**src/hdl/resetPkg.sv**
```systemverilog
// Reset subsystem package
// Phase lengths, domain table, shared vector types, broadcast struct and FSM encodings

`default_nettype none

package resetPkg;

    // Phase lengths in enabled cycles, kept short for simulation
    localparam int resetWaitCycles       = 40;
    localparam int operationalWaitCycles = 30;
    localparam int initializeWaitCycles  = 20;

    localparam int numDomains = 3;

    localparam int longestPhase =
        (resetWaitCycles > operationalWaitCycles) ?
        ((resetWaitCycles > initializeWaitCycles) ? resetWaitCycles : initializeWaitCycles) :
        ((operationalWaitCycles > initializeWaitCycles) ? operationalWaitCycles :
                                                          initializeWaitCycles);
    localparam int cycleWidth = $clog2(longestPhase + 1);

    typedef logic [cycleWidth-1:0] cycleCount_t;
    typedef logic [7:0]            settleCount_t;
    typedef logic [numDomains-1:0] domainVec_t;

    // Last counter value of each phase
    localparam cycleCount_t resetLast = cycleCount_t'(resetWaitCycles - 1);
    localparam cycleCount_t operLast  = cycleCount_t'(operationalWaitCycles - 1);
    localparam cycleCount_t initLast  = cycleCount_t'(initializeWaitCycles - 1);

    // Settle cycles per domain, entry i belongs to agent i
    localparam settleCount_t [numDomains-1:0] domainSettle = {8'd9, 8'd12, 8'd5};

    // Broadcast from the sequencer to every agent
    typedef struct packed {
        logic syncRst;
        logic clkEnable;
        logic init;
        logic stepEn;
    } domainCtrl_t;

    typedef enum logic [2:0] {
        idle,
        countReset,
        waitReset,
        countOper,
        waitOper,
        countInit,
        done
    } seqState_t;

    typedef enum logic [2:0] {
        held,
        resetSettle,
        resetReady,
        operSettle,
        running
    } agentState_t;

endpackage

`default_nettype wire

```
**src/hdl/domainAgent.sv**
```systemverilog
// Domain agent
// Holds one domain's reset and run levels and reports ready after its settle time

`timescale 1ns/1ps
`default_nettype none

module domainAgent
    import resetPkg::*;
#(
    parameter settleCount_t settleCycles = 8'd1
)(
    input  wire         clk,
    input  wire         async_rst_in,
    input  wire         restart,
    input  domainCtrl_t ctrl,
    output logic        domainRst,
    output logic        domainRun,
    output logic        ready
);

    agentState_t  state;
    settleCount_t count;
    logic         settleDone;

    assign settleDone = ctrl.stepEn && (count == settleCycles - 1'b1);

    always_ff @(posedge clk or posedge async_rst_in) begin
        if (async_rst_in) begin
            state <= held;
            count <= '0;
            ready <= 1'b0;
        end
        else if (ctrl.stepEn) begin
            if (restart) begin
                state <= held;
                count <= '0;
                ready <= 1'b0;
            end
            else if (ctrl.syncRst) begin
                state <= resetSettle;
                count <= '0;
                ready <= 1'b0;
            end
            else begin
                case (state)
                    resetSettle: begin
                        if (settleDone) begin
                            state <= resetReady;
                            ready <= 1'b1;
                        end
                        else begin
                            count <= count + 1'b1;
                        end
                    end
                    resetReady: begin
                        if (ctrl.clkEnable) begin
                            state <= operSettle;
                            count <= '0;
                            ready <= 1'b0;
                        end
                    end
                    operSettle: begin
                        if (ctrl.init) begin
                            state <= running;
                            ready <= 1'b0;
                        end
                        // Count stops once ready is up
                        else if (!ready) begin
                            if (settleDone) begin
                                ready <= 1'b1;
                            end
                            else begin
                                count <= count + 1'b1;
                            end
                        end
                    end
                    default: ;
                endcase
            end
        end
    end

    // Domain stays in reset until the operational phase starts
    assign domainRst = (state == held) || (state == resetSettle) || (state == resetReady);
    assign domainRun = (state == running);

endmodule

`default_nettype wire

```
**src/hdl/resetSequencer.sv**
```systemverilog
// Start-up sequencer
// Detects reset release or restart, counts the three phases and stalls at two barriers

`timescale 1ns/1ps
`default_nettype none

module resetSequencer
    import resetPkg::*;
(
    input  wire         clk,
    input  wire         async_rst_in,
    input  wire         clkEn,
    input  wire         restart,
    input  wire         syncClear,
    output domainCtrl_t ctrl,
    output logic        syncWait,
    output logic        seqDone
);

    logic [7:0]  rstCapture;
    logic        asyncTrigger;
    logic        restartQ;
    logic        restartEnd;
    logic        startEvent;
    seqState_t   state;
    cycleCount_t count;
    cycleCount_t phaseLast;
    logic        counting;
    logic        phaseEnd;
    logic        initLimit;

    // Fills with ones on enabled cycles after the reset release
    always_ff @(posedge clk or posedge async_rst_in) begin
        if (async_rst_in) begin
            rstCapture <= '0;
        end
        else if (clkEn) begin
            rstCapture <= {rstCapture[6:0], 1'b1};
        end
    end

    // Single enabled cycle where bit 6 is set but bit 7 not yet
    assign asyncTrigger = rstCapture[6] && !rstCapture[7];

    always_ff @(posedge clk or posedge async_rst_in) begin
        if (async_rst_in) begin
            restartQ <= 1'b0;
        end
        else if (clkEn) begin
            restartQ <= restart;
        end
    end

    assign restartEnd = restartQ && !restart;
    assign startEvent = (state == idle) && (asyncTrigger || restartEnd);

    always_comb begin
        case (state)
            countReset: phaseLast = resetLast;
            countOper:  phaseLast = operLast;
            default:    phaseLast = initLast;
        endcase
    end

    assign counting = (state == countReset) || (state == countOper) || (state == countInit);
    // Restart suppresses every pulse on its cycle
    assign phaseEnd = clkEn && !restart && counting && (count == phaseLast);

    always_ff @(posedge clk or posedge async_rst_in) begin
        if (async_rst_in) begin
            state <= idle;
            count <= '0;
        end
        else if (clkEn) begin
            if (restart) begin
                state <= idle;
                count <= '0;
            end
            else begin
                case (state)
                    idle: begin
                        if (startEvent) begin
                            state <= countReset;
                            count <= '0;
                        end
                    end
                    countReset: begin
                        if (phaseEnd) begin
                            state <= waitReset;
                        end
                        else begin
                            count <= count + 1'b1;
                        end
                    end
                    // Counter frozen until every domain is ready
                    waitReset: begin
                        if (syncClear) begin
                            state <= countOper;
                            count <= '0;
                        end
                    end
                    countOper: begin
                        if (phaseEnd) begin
                            state <= waitOper;
                        end
                        else begin
                            count <= count + 1'b1;
                        end
                    end
                    waitOper: begin
                        if (syncClear) begin
                            state <= countInit;
                            count <= '0;
                        end
                    end
                    countInit: begin
                        if (phaseEnd) begin
                            state <= done;
                        end
                        else begin
                            count <= count + 1'b1;
                        end
                    end
                    default: ;
                endcase
            end
        end
    end

    // Init fires once per sequence
    always_ff @(posedge clk or posedge async_rst_in) begin
        if (async_rst_in) begin
            initLimit <= 1'b0;
        end
        else if (clkEn) begin
            if (restart || startEvent) begin
                initLimit <= 1'b0;
            end
            else if (ctrl.init) begin
                initLimit <= 1'b1;
            end
        end
    end

    always_comb begin
        ctrl.syncRst   = phaseEnd && (state == countReset);
        ctrl.clkEnable = phaseEnd && (state == countOper);
        ctrl.init      = phaseEnd && (state == countInit) && !initLimit;
        ctrl.stepEn    = clkEn;
    end

    assign syncWait = (state == waitReset) || (state == waitOper);
    assign seqDone  = (state == done);

endmodule

`default_nettype wire

```
**src/hdl/resetSubsystem.sv**
```systemverilog
// Reset subsystem top level
// Sequencer, one agent per clock-enable domain and the barrier between them

`timescale 1ns/1ps
`default_nettype none

module resetSubsystem
    import resetPkg::*;
(
    input  wire        clk,
    input  wire        async_rst_in,
    input  wire        clkEn,
    input  wire        restart,
    output wire        domainVec_t domainRst,
    output wire        domainVec_t domainRun,
    output wire        syncRstOut,
    output wire        clkEnOut,
    output wire        initOut,
    output wire        seqDone
);

    wire domainCtrl_t ctrl;
    wire domainVec_t  ready;
    wire              syncWait;
    wire              syncClear;

    resetSequencer resetSequencer_i (
        .clk          (clk),
        .async_rst_in (async_rst_in),
        .clkEn        (clkEn),
        .restart      (restart),
        .syncClear    (syncClear),
        .ctrl         (ctrl),
        .syncWait     (syncWait),
        .seqDone      (seqDone)
    );

    for (genvar i = 0; i < numDomains; i++) begin : agentGen
        domainAgent #(
            .settleCycles (domainSettle[i])
        ) domainAgent_i (
            .clk          (clk),
            .async_rst_in (async_rst_in),
            .restart      (restart),
            .ctrl         (ctrl),
            .domainRst    (domainRst[i]),
            .domainRun    (domainRun[i]),
            .ready        (ready[i])
        );
    end

    syncBarrier syncBarrier_i (
        .clk          (clk),
        .async_rst_in (async_rst_in),
        .clkEn        (clkEn),
        .restart      (restart),
        .syncWait     (syncWait),
        .ready        (ready),
        .syncClear    (syncClear)
    );

    // Broadcast pulses also leave the subsystem
    assign syncRstOut = ctrl.syncRst;
    assign clkEnOut   = ctrl.clkEnable;
    assign initOut    = ctrl.init;

endmodule

`default_nettype wire

```
**src/hdl/syncBarrier.sv**
```systemverilog
// Barrier collector
// Gathers agent ready levels during a wait and returns one clear pulse

`timescale 1ns/1ps
`default_nettype none

module syncBarrier
    import resetPkg::*;
(
    input  wire        clk,
    input  wire        async_rst_in,
    input  wire        clkEn,
    input  wire        restart,
    input  wire        syncWait,
    input  domainVec_t ready,
    output logic       syncClear
);

    domainVec_t seen;

    // Clear goes out once every domain has been seen ready
    assign syncClear = clkEn && syncWait && !restart && (&seen);

    // Sticky per-domain flags, dropped with the clear
    always_ff @(posedge clk or posedge async_rst_in) begin
        if (async_rst_in) begin
            seen <= '0;
        end
        else if (clkEn) begin
            if (restart || syncClear) begin
                seen <= '0;
            end
            else if (syncWait) begin
                seen <= seen | ready;
            end
        end
    end

endmodule

`default_nettype wire

```
**config.mk**
```make
export PLATFORM = sky130hd
export DESIGN_NAME = resetSubsystem
export DESIGN_NICKNAME = d
export VERILOG_FILES = /design/src/hdl/resetPkg.sv /design/src/hdl/domainAgent.sv /design/src/hdl/resetSequencer.sv /design/src/hdl/resetSubsystem.sv /design/src/hdl/syncBarrier.sv
export SDC_FILE = /design/constraint.sdc
export NUM_CORES = 1
export LEC_CHECK = 0
export ABC_AREA = 0
export ABC_CLOCK_PERIOD_IN_PS = 3200
export BUFFER_PORTS_ARGS = -buffer_cell sky130_fd_sc_hd__buf_4
export CAP_MARGIN = 20
export CELL_PAD_IN_SITES_DETAIL_PLACEMENT = 0
export CELL_PAD_IN_SITES_GLOBAL_PLACEMENT = 2
export CORE_ASPECT_RATIO = 2
export CORE_MARGIN = 5
export CORE_UTILIZATION = 39
export DETAILED_ROUTE_END_ITERATION = 12
export PLACE_DENSITY = 0.88
export SYNTH_ARGS = -nofsm -noshare
export SYNTH_HDL_FRONTEND = slang
export SYNTH_SLANG_ARGS = --single-unit
```
**constraint.sdc**
```tcl
create_clock -name clk -period 3.2 [get_ports clk]
set_clock_uncertainty 0.15 [all_clocks]
set_input_delay 0.64 -clock clk [delete_from_list [all_inputs] [get_ports clk]]
set_output_delay 0.64 -clock clk [all_outputs]
set_load 0.02 [all_outputs]
```
==> impl_results.md, run 1 <==
- Top cells by area, synth: dfrtp_1 38%, o31ai_1 3.8%, o21ai_0 3.7%
- CP peak stage delay: about 0.5 ns
- First DRT Iteration DRCs: about 140
- Ys Warns: 0
- FF-to-FF End: agentGen[1].domainAgent_i.count[7]
- CP Launch Point: resetSequencer_i.state[2]
- Most used DFF post-synth: dfrtp_1
- Status: finished, final reports clean
- Post-DRT Antenna Nets: 0
- H-tree lvl count: 3
- Synth Register Bits: just under 60
- Fin nets: 440
- Width of the die: 79.74 um
- R2R cell count: 6
- Core Area: 9635 um^2
- Max-cap violations: 0
- Post-route clock period utilization: slightly above 90%
- Max Slew Vio Count: 0
- # diodes: 0
- Async SR Flop Fraction: 100.0%
- Cell count after synthesis: approximately 420
- Power Total: 2.094 mW
- Psw: 0.6236 mW
- Slew headroom: 39.17%
- Buffer depth of the longest clock path: 2
- Post-Syn Nets: 432
- Final WS setup: ~0.23 ns
- Cts repair resizes: 0
- Residual DRC: 0
- # IOs: 14
- Hold crit path type: reg -> reg
- Setup_tns: 0 ns
- Compound-Gate Fraction of Synth Area: 25.13%
- GP Congestion: ~0.86
- Synth cell count leaders: 58 x dfrtp_1, 30 x nand2_1, 28 x o21ai_0
- Initial antenna violation count: 0
- CTS tree: yes
- Flop pwr share: 40.9%
- CTS Root Cell: clkbuf_16
- Post-Synth XOR/XNOR Area: 0.4617%
- Design area: ~4300 um^2
- Reg-to-reg slack, setup: 0.42 ns
- Tmin final: roughly 3 ns
- First-pass GRT wire length: 17050 um
- CP endpoint: syncRstOut
- Share of layout cells above drive strength 1: 15.40%
- Post-synth top area cell: dfrtp_1
- Die area: 11920 um^2
- Post-synth cell types: 73
- Endpoints failing setup: 0
- Post-synth top area share: 38.26%
- Mean Syn Cell Area: approximately 9 um^2
- Required time of the critical path: approximately 2.4 ns
- Top-count cell post-synth: dfrtp_1
- Mux cell area share after synthesis: 3.727%
- DP Worst Slack: 0.3199 ns
- Worst-path cell chain: nor3b_2 -> mux2_2 -> nor3_1 -> buf_4
- Synth-to-Final Area Change: 12.60%
- Mapped Area: 3794 um^2
- Global route hottest layer: met2
- Worst IR Drop VDD: between 0.3 and 0.4 mV
- Cell Area, Placed: 4006 um^2
- Setup crit start kind: flop
- Switching portion of total power: ~30%
- Critical path type: reg -> out
- Critical Path Fanout Max: 14
- Critical path's slowest cell: dfrtp_1
- Count of buffers from port buffering: 13
- Clock latency on the worst-skew pair: 0.33 ns
- Largest net degree at the start of global routing: 43
- Met2 Usage GRT: between 30% and 40%
- Vias: 3370
- Part of the power in the clock network: 41.2%
- DP Wirelength: about 7600 um
- CTS Sinks: slightly below 60
- Placed insts: 551
- Crit path arrival time: 2.18 ns
- DRT Pass-1 Iters: 5
- Vias in the first global route: roughly 3400
- Seq/Total Area, Yosys: 38.26%
- Total wire length: around 10000 um
- Internal power: 1.470 mW
- Main combinational cell family by area after synthesis: compound AO/OA/AOI/OAI gates
- Met3 usage: about 3.6%
- M1 GR Usage: 19.85%
- FMAX: 0.3362 GHz
- Initial Util: about two fifths
- Die H: around 150 um
- Post-CTS Hold Buffers: 0
- Setup Buffers After CTS: 0
- Final Instance Count excl. Fillers: 567
- R2R Path Start: resetSequencer_i.state[2]
- DR WL/cell: 18.18 um
- Final hold viol count: 0
- Vias per inst: 5.944
- Post-synth EDFFs: 0
- Placement Rows: 51
- Pin slew with the least headroom to its limit: 0.9112 ns
- Total gr overflow: 0
- Power density over cell area: 490.2 nW/um^2
- CTS Buf Count: 9
- Tot GR Track Use: 18.49%
- Unrepaired setup endpoints after global routing: false
- Combinational share of power: 17.9%
- Post-synthesis adder-cell area fraction: under 10%
- Post-synthesis simple-gate area fraction: between 20% and 30%
- Leakage power: 1.692 nW
- Critical Path Sink Type: output pin
- Worst-path clk slew: 0.05 ns
## per-layer routing
layer | share of wire, % | up-vias
met5 | 0 | -
li1 | - | 1608
met1 | 38 | 1676
met2 | 56 | 65
met4 | 3.0 | 0
met3 | 3.6 | 21
## critical path: cells and delay by family, from the launching register on
kind	cells	cell delay, ns
flip-flops	1	0.50
multiplexers	1	0.50
AND/OR/NAND/NOR	2	0.65
buffers and inverters	1	0.21
## cells by family (layout without fill, tap and decap cells)
logic type	count (synthesis)	in the layout
simple gates	158	158
compound gates	134	134
flops	58	58
buf+inv	51	64
mux	13	13
fa+ha+maj	6	6
xor+xnor	2	2
## final cells by class
cell class / instances / area [um^2]
fill: 963 / 5364
clock buffer: 13 / 250.2
clock inverter: 3 / 15.01
timing repair buffer: 27 / 202.7
inverter: 21 / 78.83
multi-input combinational: 313 / 2108
sequential: 58 / 1451
tap: 132 / 165.2
## power groups by stage
| stage | Clock (mW) | Sequential, mW | Combinational, mW |
|---|---|---|---|
| floorplan | 0 | 0.830 | 0.298 |
| global placement | 0 | 0.866 | 0.371 |
| detailed placement | 0 | 0.867 | 0.375 |
| CTS | 0.883 | 0.855 | 0.376 |
| global route | 0.910 | 0.862 | 0.417 |
| finish | 0.864 | 0.856 | 0.375 |
## worst min path at each step
stage | startpoint | endpoint | slack, ns | depth (start not counted)
floorplan | resetSequencer_i.rstCapture[0] | resetSequencer_i.rstCapture[0] | 0.28 | 1
global placement | resetSequencer_i.rstCapture[0] | resetSequencer_i.rstCapture[0] | 0.30 | 1
detailed placement | resetSequencer_i.rstCapture[0] | resetSequencer_i.rstCapture[0] | 0.31 | 1
CTS | resetSequencer_i.rstCapture[0] | resetSequencer_i.rstCapture[0] | 0.32 | 1
global route | resetSequencer_i.rstCapture[0] | resetSequencer_i.rstCapture[0] | 0.32 | 1
finish | resetSequencer_i.rstCapture[0] | resetSequencer_i.rstCapture[0] | 0.31 | 1
## state kept, by name, summed over array words and instances (netlist names)
register                      flops
resetSequencer_i.restartQ         1
resetSequencer_i.count            6
resetSequencer_i.initLimit        1
agentGen.domainAgent_i.state      9
resetSequencer_i.rstCapture       8
resetSequencer_i.state            3
agentGen.domainAgent_i.ready      3
syncBarrier_i.seen                3
agentGen.domainAgent_i.count     24
## through the flow
stage	hold WS (ns)	util, %
after floorplan	0.2805	-
after global placement	0.2988	41.58
after detailed placement	0.3057	41.58
after CTS	0.3189	44.33
after global routing	0.3215	44.33
final	0.3141	44.33
## cell usage in the layout (no fill, tap or decap), types with 5 or more instances in the layout
| cell type | synthesis | final |
|---|---|---|
| dfrtp_1 | 58 | 58 |
| nand2_1 | 30 | 30 |
| o21ai_0 | 28 | 28 |
| buf_4 | 7 | 27 |
| a21oi_1 | 22 | 22 |
| nand3_1 | 21 | 21 |
| inv_1 | 21 | 20 |
| nor2_1 | 20 | 20 |
| o31ai_1 | 19 | 19 |
| nor3_1 | 13 | 13 |
| and3_1 | 12 | 12 |
| nor3b_1 | 11 | 11 |
| mux2_2 | 9 | 9 |
| clkbuf_16 | 0 | 9 |
| o22a_1 | 7 | 7 |
| nor2b_1 | 6 | 6 |
| nand4_1 | 6 | 6 |
| ha_1 | 6 | 6 |
| nand2b_1 | 5 | 5 |
| nand3b_1 | 5 | 5 |
Power figures use the tool's default switching activity.
==> run 2: changes to the inputs <==
--- a/config.mk
+++ b/config.mk
@@ -6,9 +6,7 @@
 export NUM_CORES = 1
 export LEC_CHECK = 0
 export ABC_AREA = 0
-export ABC_CLOCK_PERIOD_IN_PS = 3200
 export BUFFER_PORTS_ARGS = -buffer_cell sky130_fd_sc_hd__buf_4
-export CAP_MARGIN = 20
 export CELL_PAD_IN_SITES_DETAIL_PLACEMENT = 0
 export CELL_PAD_IN_SITES_GLOBAL_PLACEMENT = 2
 export CORE_ASPECT_RATIO = 2
==> constraint.sdc (replaced) <==
create_clock -name clk -period 3.4 [get_ports clk]
set_clock_uncertainty 0.15 [all_clocks]
set_input_delay 0.68 -clock clk [delete_from_list [all_inputs] [get_ports clk]]
set_output_delay 0.68 -clock clk [all_outputs]
set_load 0.02 [all_outputs]
==> impl_results.md, run 2 (same netlist as run 1, synthesis figures left out) <==
- Max Slew Vio Count: 0 (unchanged)
- Hold Slack: 0.3086 ns (was 0.3141 ns)
- Core Util, Final: 43.89% (was 44.33%)
- Internal power: 1.346 mW (was 1.470 mW)
- Largest reg by FF count: agentGen.domainAgent_i.count (unchanged)
- Critical Path Sink Type: output pin (unchanged)
- Worst-path clk slew: 0.05 ns (about the same)
- Fin nets: 436 (was 440)
- Count of buffers from port buffering: 13 (unchanged)
- Required time of the critical path: 2.57 ns (was 2.41 ns)
- Post-CTS Hold Buffers: 0 (unchanged)
- Vias: 3329 (was 3370)
- Largest registers: agentGen.domainAgent_i.count (24), agentGen.domainAgent_i.state (9), resetSequencer_i.rstCapture (8) (unchanged)
- Flop pwr share: 42.5% (was 40.9%)
- Core Area: 9635 um^2 (unchanged)
- Die area: 11920 um^2 (unchanged)
- Slew headroom: 44.66% (was 39.17%)
- Initial Util: 39.37% (unchanged)
- Placement Rows: 51 (unchanged)
- Vias in the first global route: 3368 (was 3391)
- Psw: 0.5710 mW (was 0.6236 mW)
- Width of the die: 79.74 um (unchanged)
- Clock latency on the worst-skew pair: 0.32 ns (was 0.33 ns)
- Pin slew with the least headroom to its limit: 0.8211 ns (was 0.9112 ns)
- Crit path arrival time: 2.24 ns (was 2.18 ns)
- Final hold viol count: 0 (unchanged)
- CTS Buf Count: 9 (unchanged)
- FMAX: about 0.33 GHz
- Setup Buffers After CTS: 0 (unchanged)
- CP peak stage delay: 0.55 ns (was 0.50 ns)
- CTS Root Cell: clkbuf_16 (unchanged)
- Post-DRT Antenna Nets: 0 (unchanged)
- Combinational share of power: 17.0% (was 17.9%)
- Largest net degree at the start of global routing: 59 (was 43)
- Tot GR Track Use: 17.83% (was 18.49%)
- Residual DRC: 0 (unchanged)
- Hold crit path type: reg -> reg (unchanged)
- Power density over cell area: 453.3 nW/um^2 (was 490.2 nW/um^2)
- Setup crit start kind: flop (unchanged)
- Leakage power: 1.668 nW (was 1.692 nW)
- Commonest non-fill, non-tap cells in the layout: 58 x dfrtp_1, 30 x nand2_1, 28 x o21ai_0, 23 x buf_4, 22 x a21oi_1 (was 58 x dfrtp_1, 30 x nand2_1, 28 x o21ai_0, 27 x buf_4, 22 x a21oi_1)
- # diodes: 0 (unchanged)
- Buffer depth of the longest clock path: 2 (unchanged)
- DR WL/cell: 18.02 um (was 18.18 um)
- DP Wirelength: 7374 um (was 7634 um)
- Placed insts: 547 (was 551)
- Unrepaired setup endpoints after global routing: false (unchanged)
- Switching portion of total power: 29.79% (was 29.78%)
- Vias per inst: 5.923 (was 5.944)
- Total gr overflow: 0 (unchanged)
- Worst path bufs/invs: 1 (unchanged)
- CTS Sinks: 58 (unchanged)
- CTS tree: yes (unchanged)
- Die H: 149.5 um (unchanged)
- Max reg flops: 24 (unchanged)
- Worst-path cell chain: nor3b_2 -> mux2_2 -> nor3_1 -> buf_4 (unchanged)
- Critical path's slowest cell: dfrtp_1 (unchanged)
- Status: finished, final reports clean (unchanged)
- First-pass GRT wire length: 16390 um (was 17050 um)
- H-tree lvl count: 3 (unchanged)
- Commonest non-fill, non-tap cell in the layout: dfrtp_1 (unchanged)
- First DRT Iteration DRCs: 192 (was 139)
- Worst IR Drop VDD: 0.4395 mV (was 0.3268 mV)
- Cts repair resizes: 0 (unchanged)
- Delay-heaviest family, CP: simple AND/OR/NAND/NOR gates (unchanged)
- Critical Path Fanout Max: 14 (unchanged)
- DRT Pass-1 Iters: 4 (was 5)
- Setup_tns: 0 ns (unchanged)
- Final Instance Count excl. Fillers: 562 (was 567)
- Initial antenna violation count: 0 (unchanged)
- Reg-to-reg slack, setup: 0.36 ns (was 0.42 ns)
- Post-route clock period utilization: 90.22%
- GP Congestion: 0.8432 (was 0.8623)
- Part of the power in the clock network: 40.5% (was 41.2%)
- Critical path type: reg -> out (unchanged)
- # IOs: 14 (unchanged)
- Share of layout cells above drive strength 1: 14.65% (was 15.40%)
- Endpoints failing setup: 0 (unchanged)
- Max-cap violations: 0 (unchanged)
- Total wire length: 10130 um (was 10310 um)
- Synth-to-Final Area Change: 11.48% (was 12.60%)
- Tmin final: 3.067 ns
==> run 2: final timing paths <==
path,from,end,depth (start not counted)
hold reg to reg,resetSequencer_i.rstCapture[0],resetSequencer_i.rstCapture[0],1
hold / removal,resetSequencer_i.rstCapture[0],resetSequencer_i.rstCapture[0],1
setup reg to reg,resetSequencer_i.state[1],agentGen[0].domainAgent_i.count[6],5
max in group asynchronous,async_rst_in,agentGen[1].domainAgent_i.ready,3
setup / recovery,resetSequencer_i.state[1],syncRstOut,4
min in group asynchronous,async_rst_in,agentGen[0].domainAgent_i.state[1],3
==> run 2: final cells by class <==
| type | count | area, um^2 |
|---|---|---|
| Clock buffer | 11 | 232.7 |
| Clock inverter | 4 | 20.02 |
| Fill cell | 952 | 5406 |
| Inverter | 21 | 78.83 |
| Multi-Input combinational cell | 313 | 2108 |
| Sequential cell | 58 | 1451 |
| Tap cell | 132 | 165.2 |
| Timing Repair Buffer | 23 | 172.7 |
==> run 2: power groups by stage <==
stage / Combinational, mW / Sequential [mW] / Clock (mW)
floorplan: 0.280 / 0.781 / 0
global placement: 0.323 / 0.827 / 0
detailed placement: 0.327 / 0.825 / 0
CTS: 0.328 / 0.814 / 0.805
global route: 0.363 / 0.823 / 0.828
finish: 0.326 / 0.815 / 0.776
==> run 2: metrics by stage <==
step	setup WS (ns)	instance area (um^2)	power [mW]
final	0.3326	4229	1.917
after detailed placement	0.4118	3976	1.152
after global routing	0.1185	4229	2.014
after CTS	0.3263	4229	1.947
after floorplan	0.5815	3794	1.062
after global placement	0.4706	3976	1.150
==> run 2: metal layers <==
| metal | track usage, % | wire [um] | up-vias | part of all wire (%) |
|---|---|---|---|---|
| met5 | 0 | 0 | - | 0 |
| met4 | 9.391 | 428 | 0 | 4.2 |
| met3 | 3.434 | 238 | 24 | 2.3 |
| met2 | 32.37 | 5487 | 52 | 54 |
| met1 | 19.01 | 3974 | 1645 | 39 |
| li1 | - | - | 1608 | - |
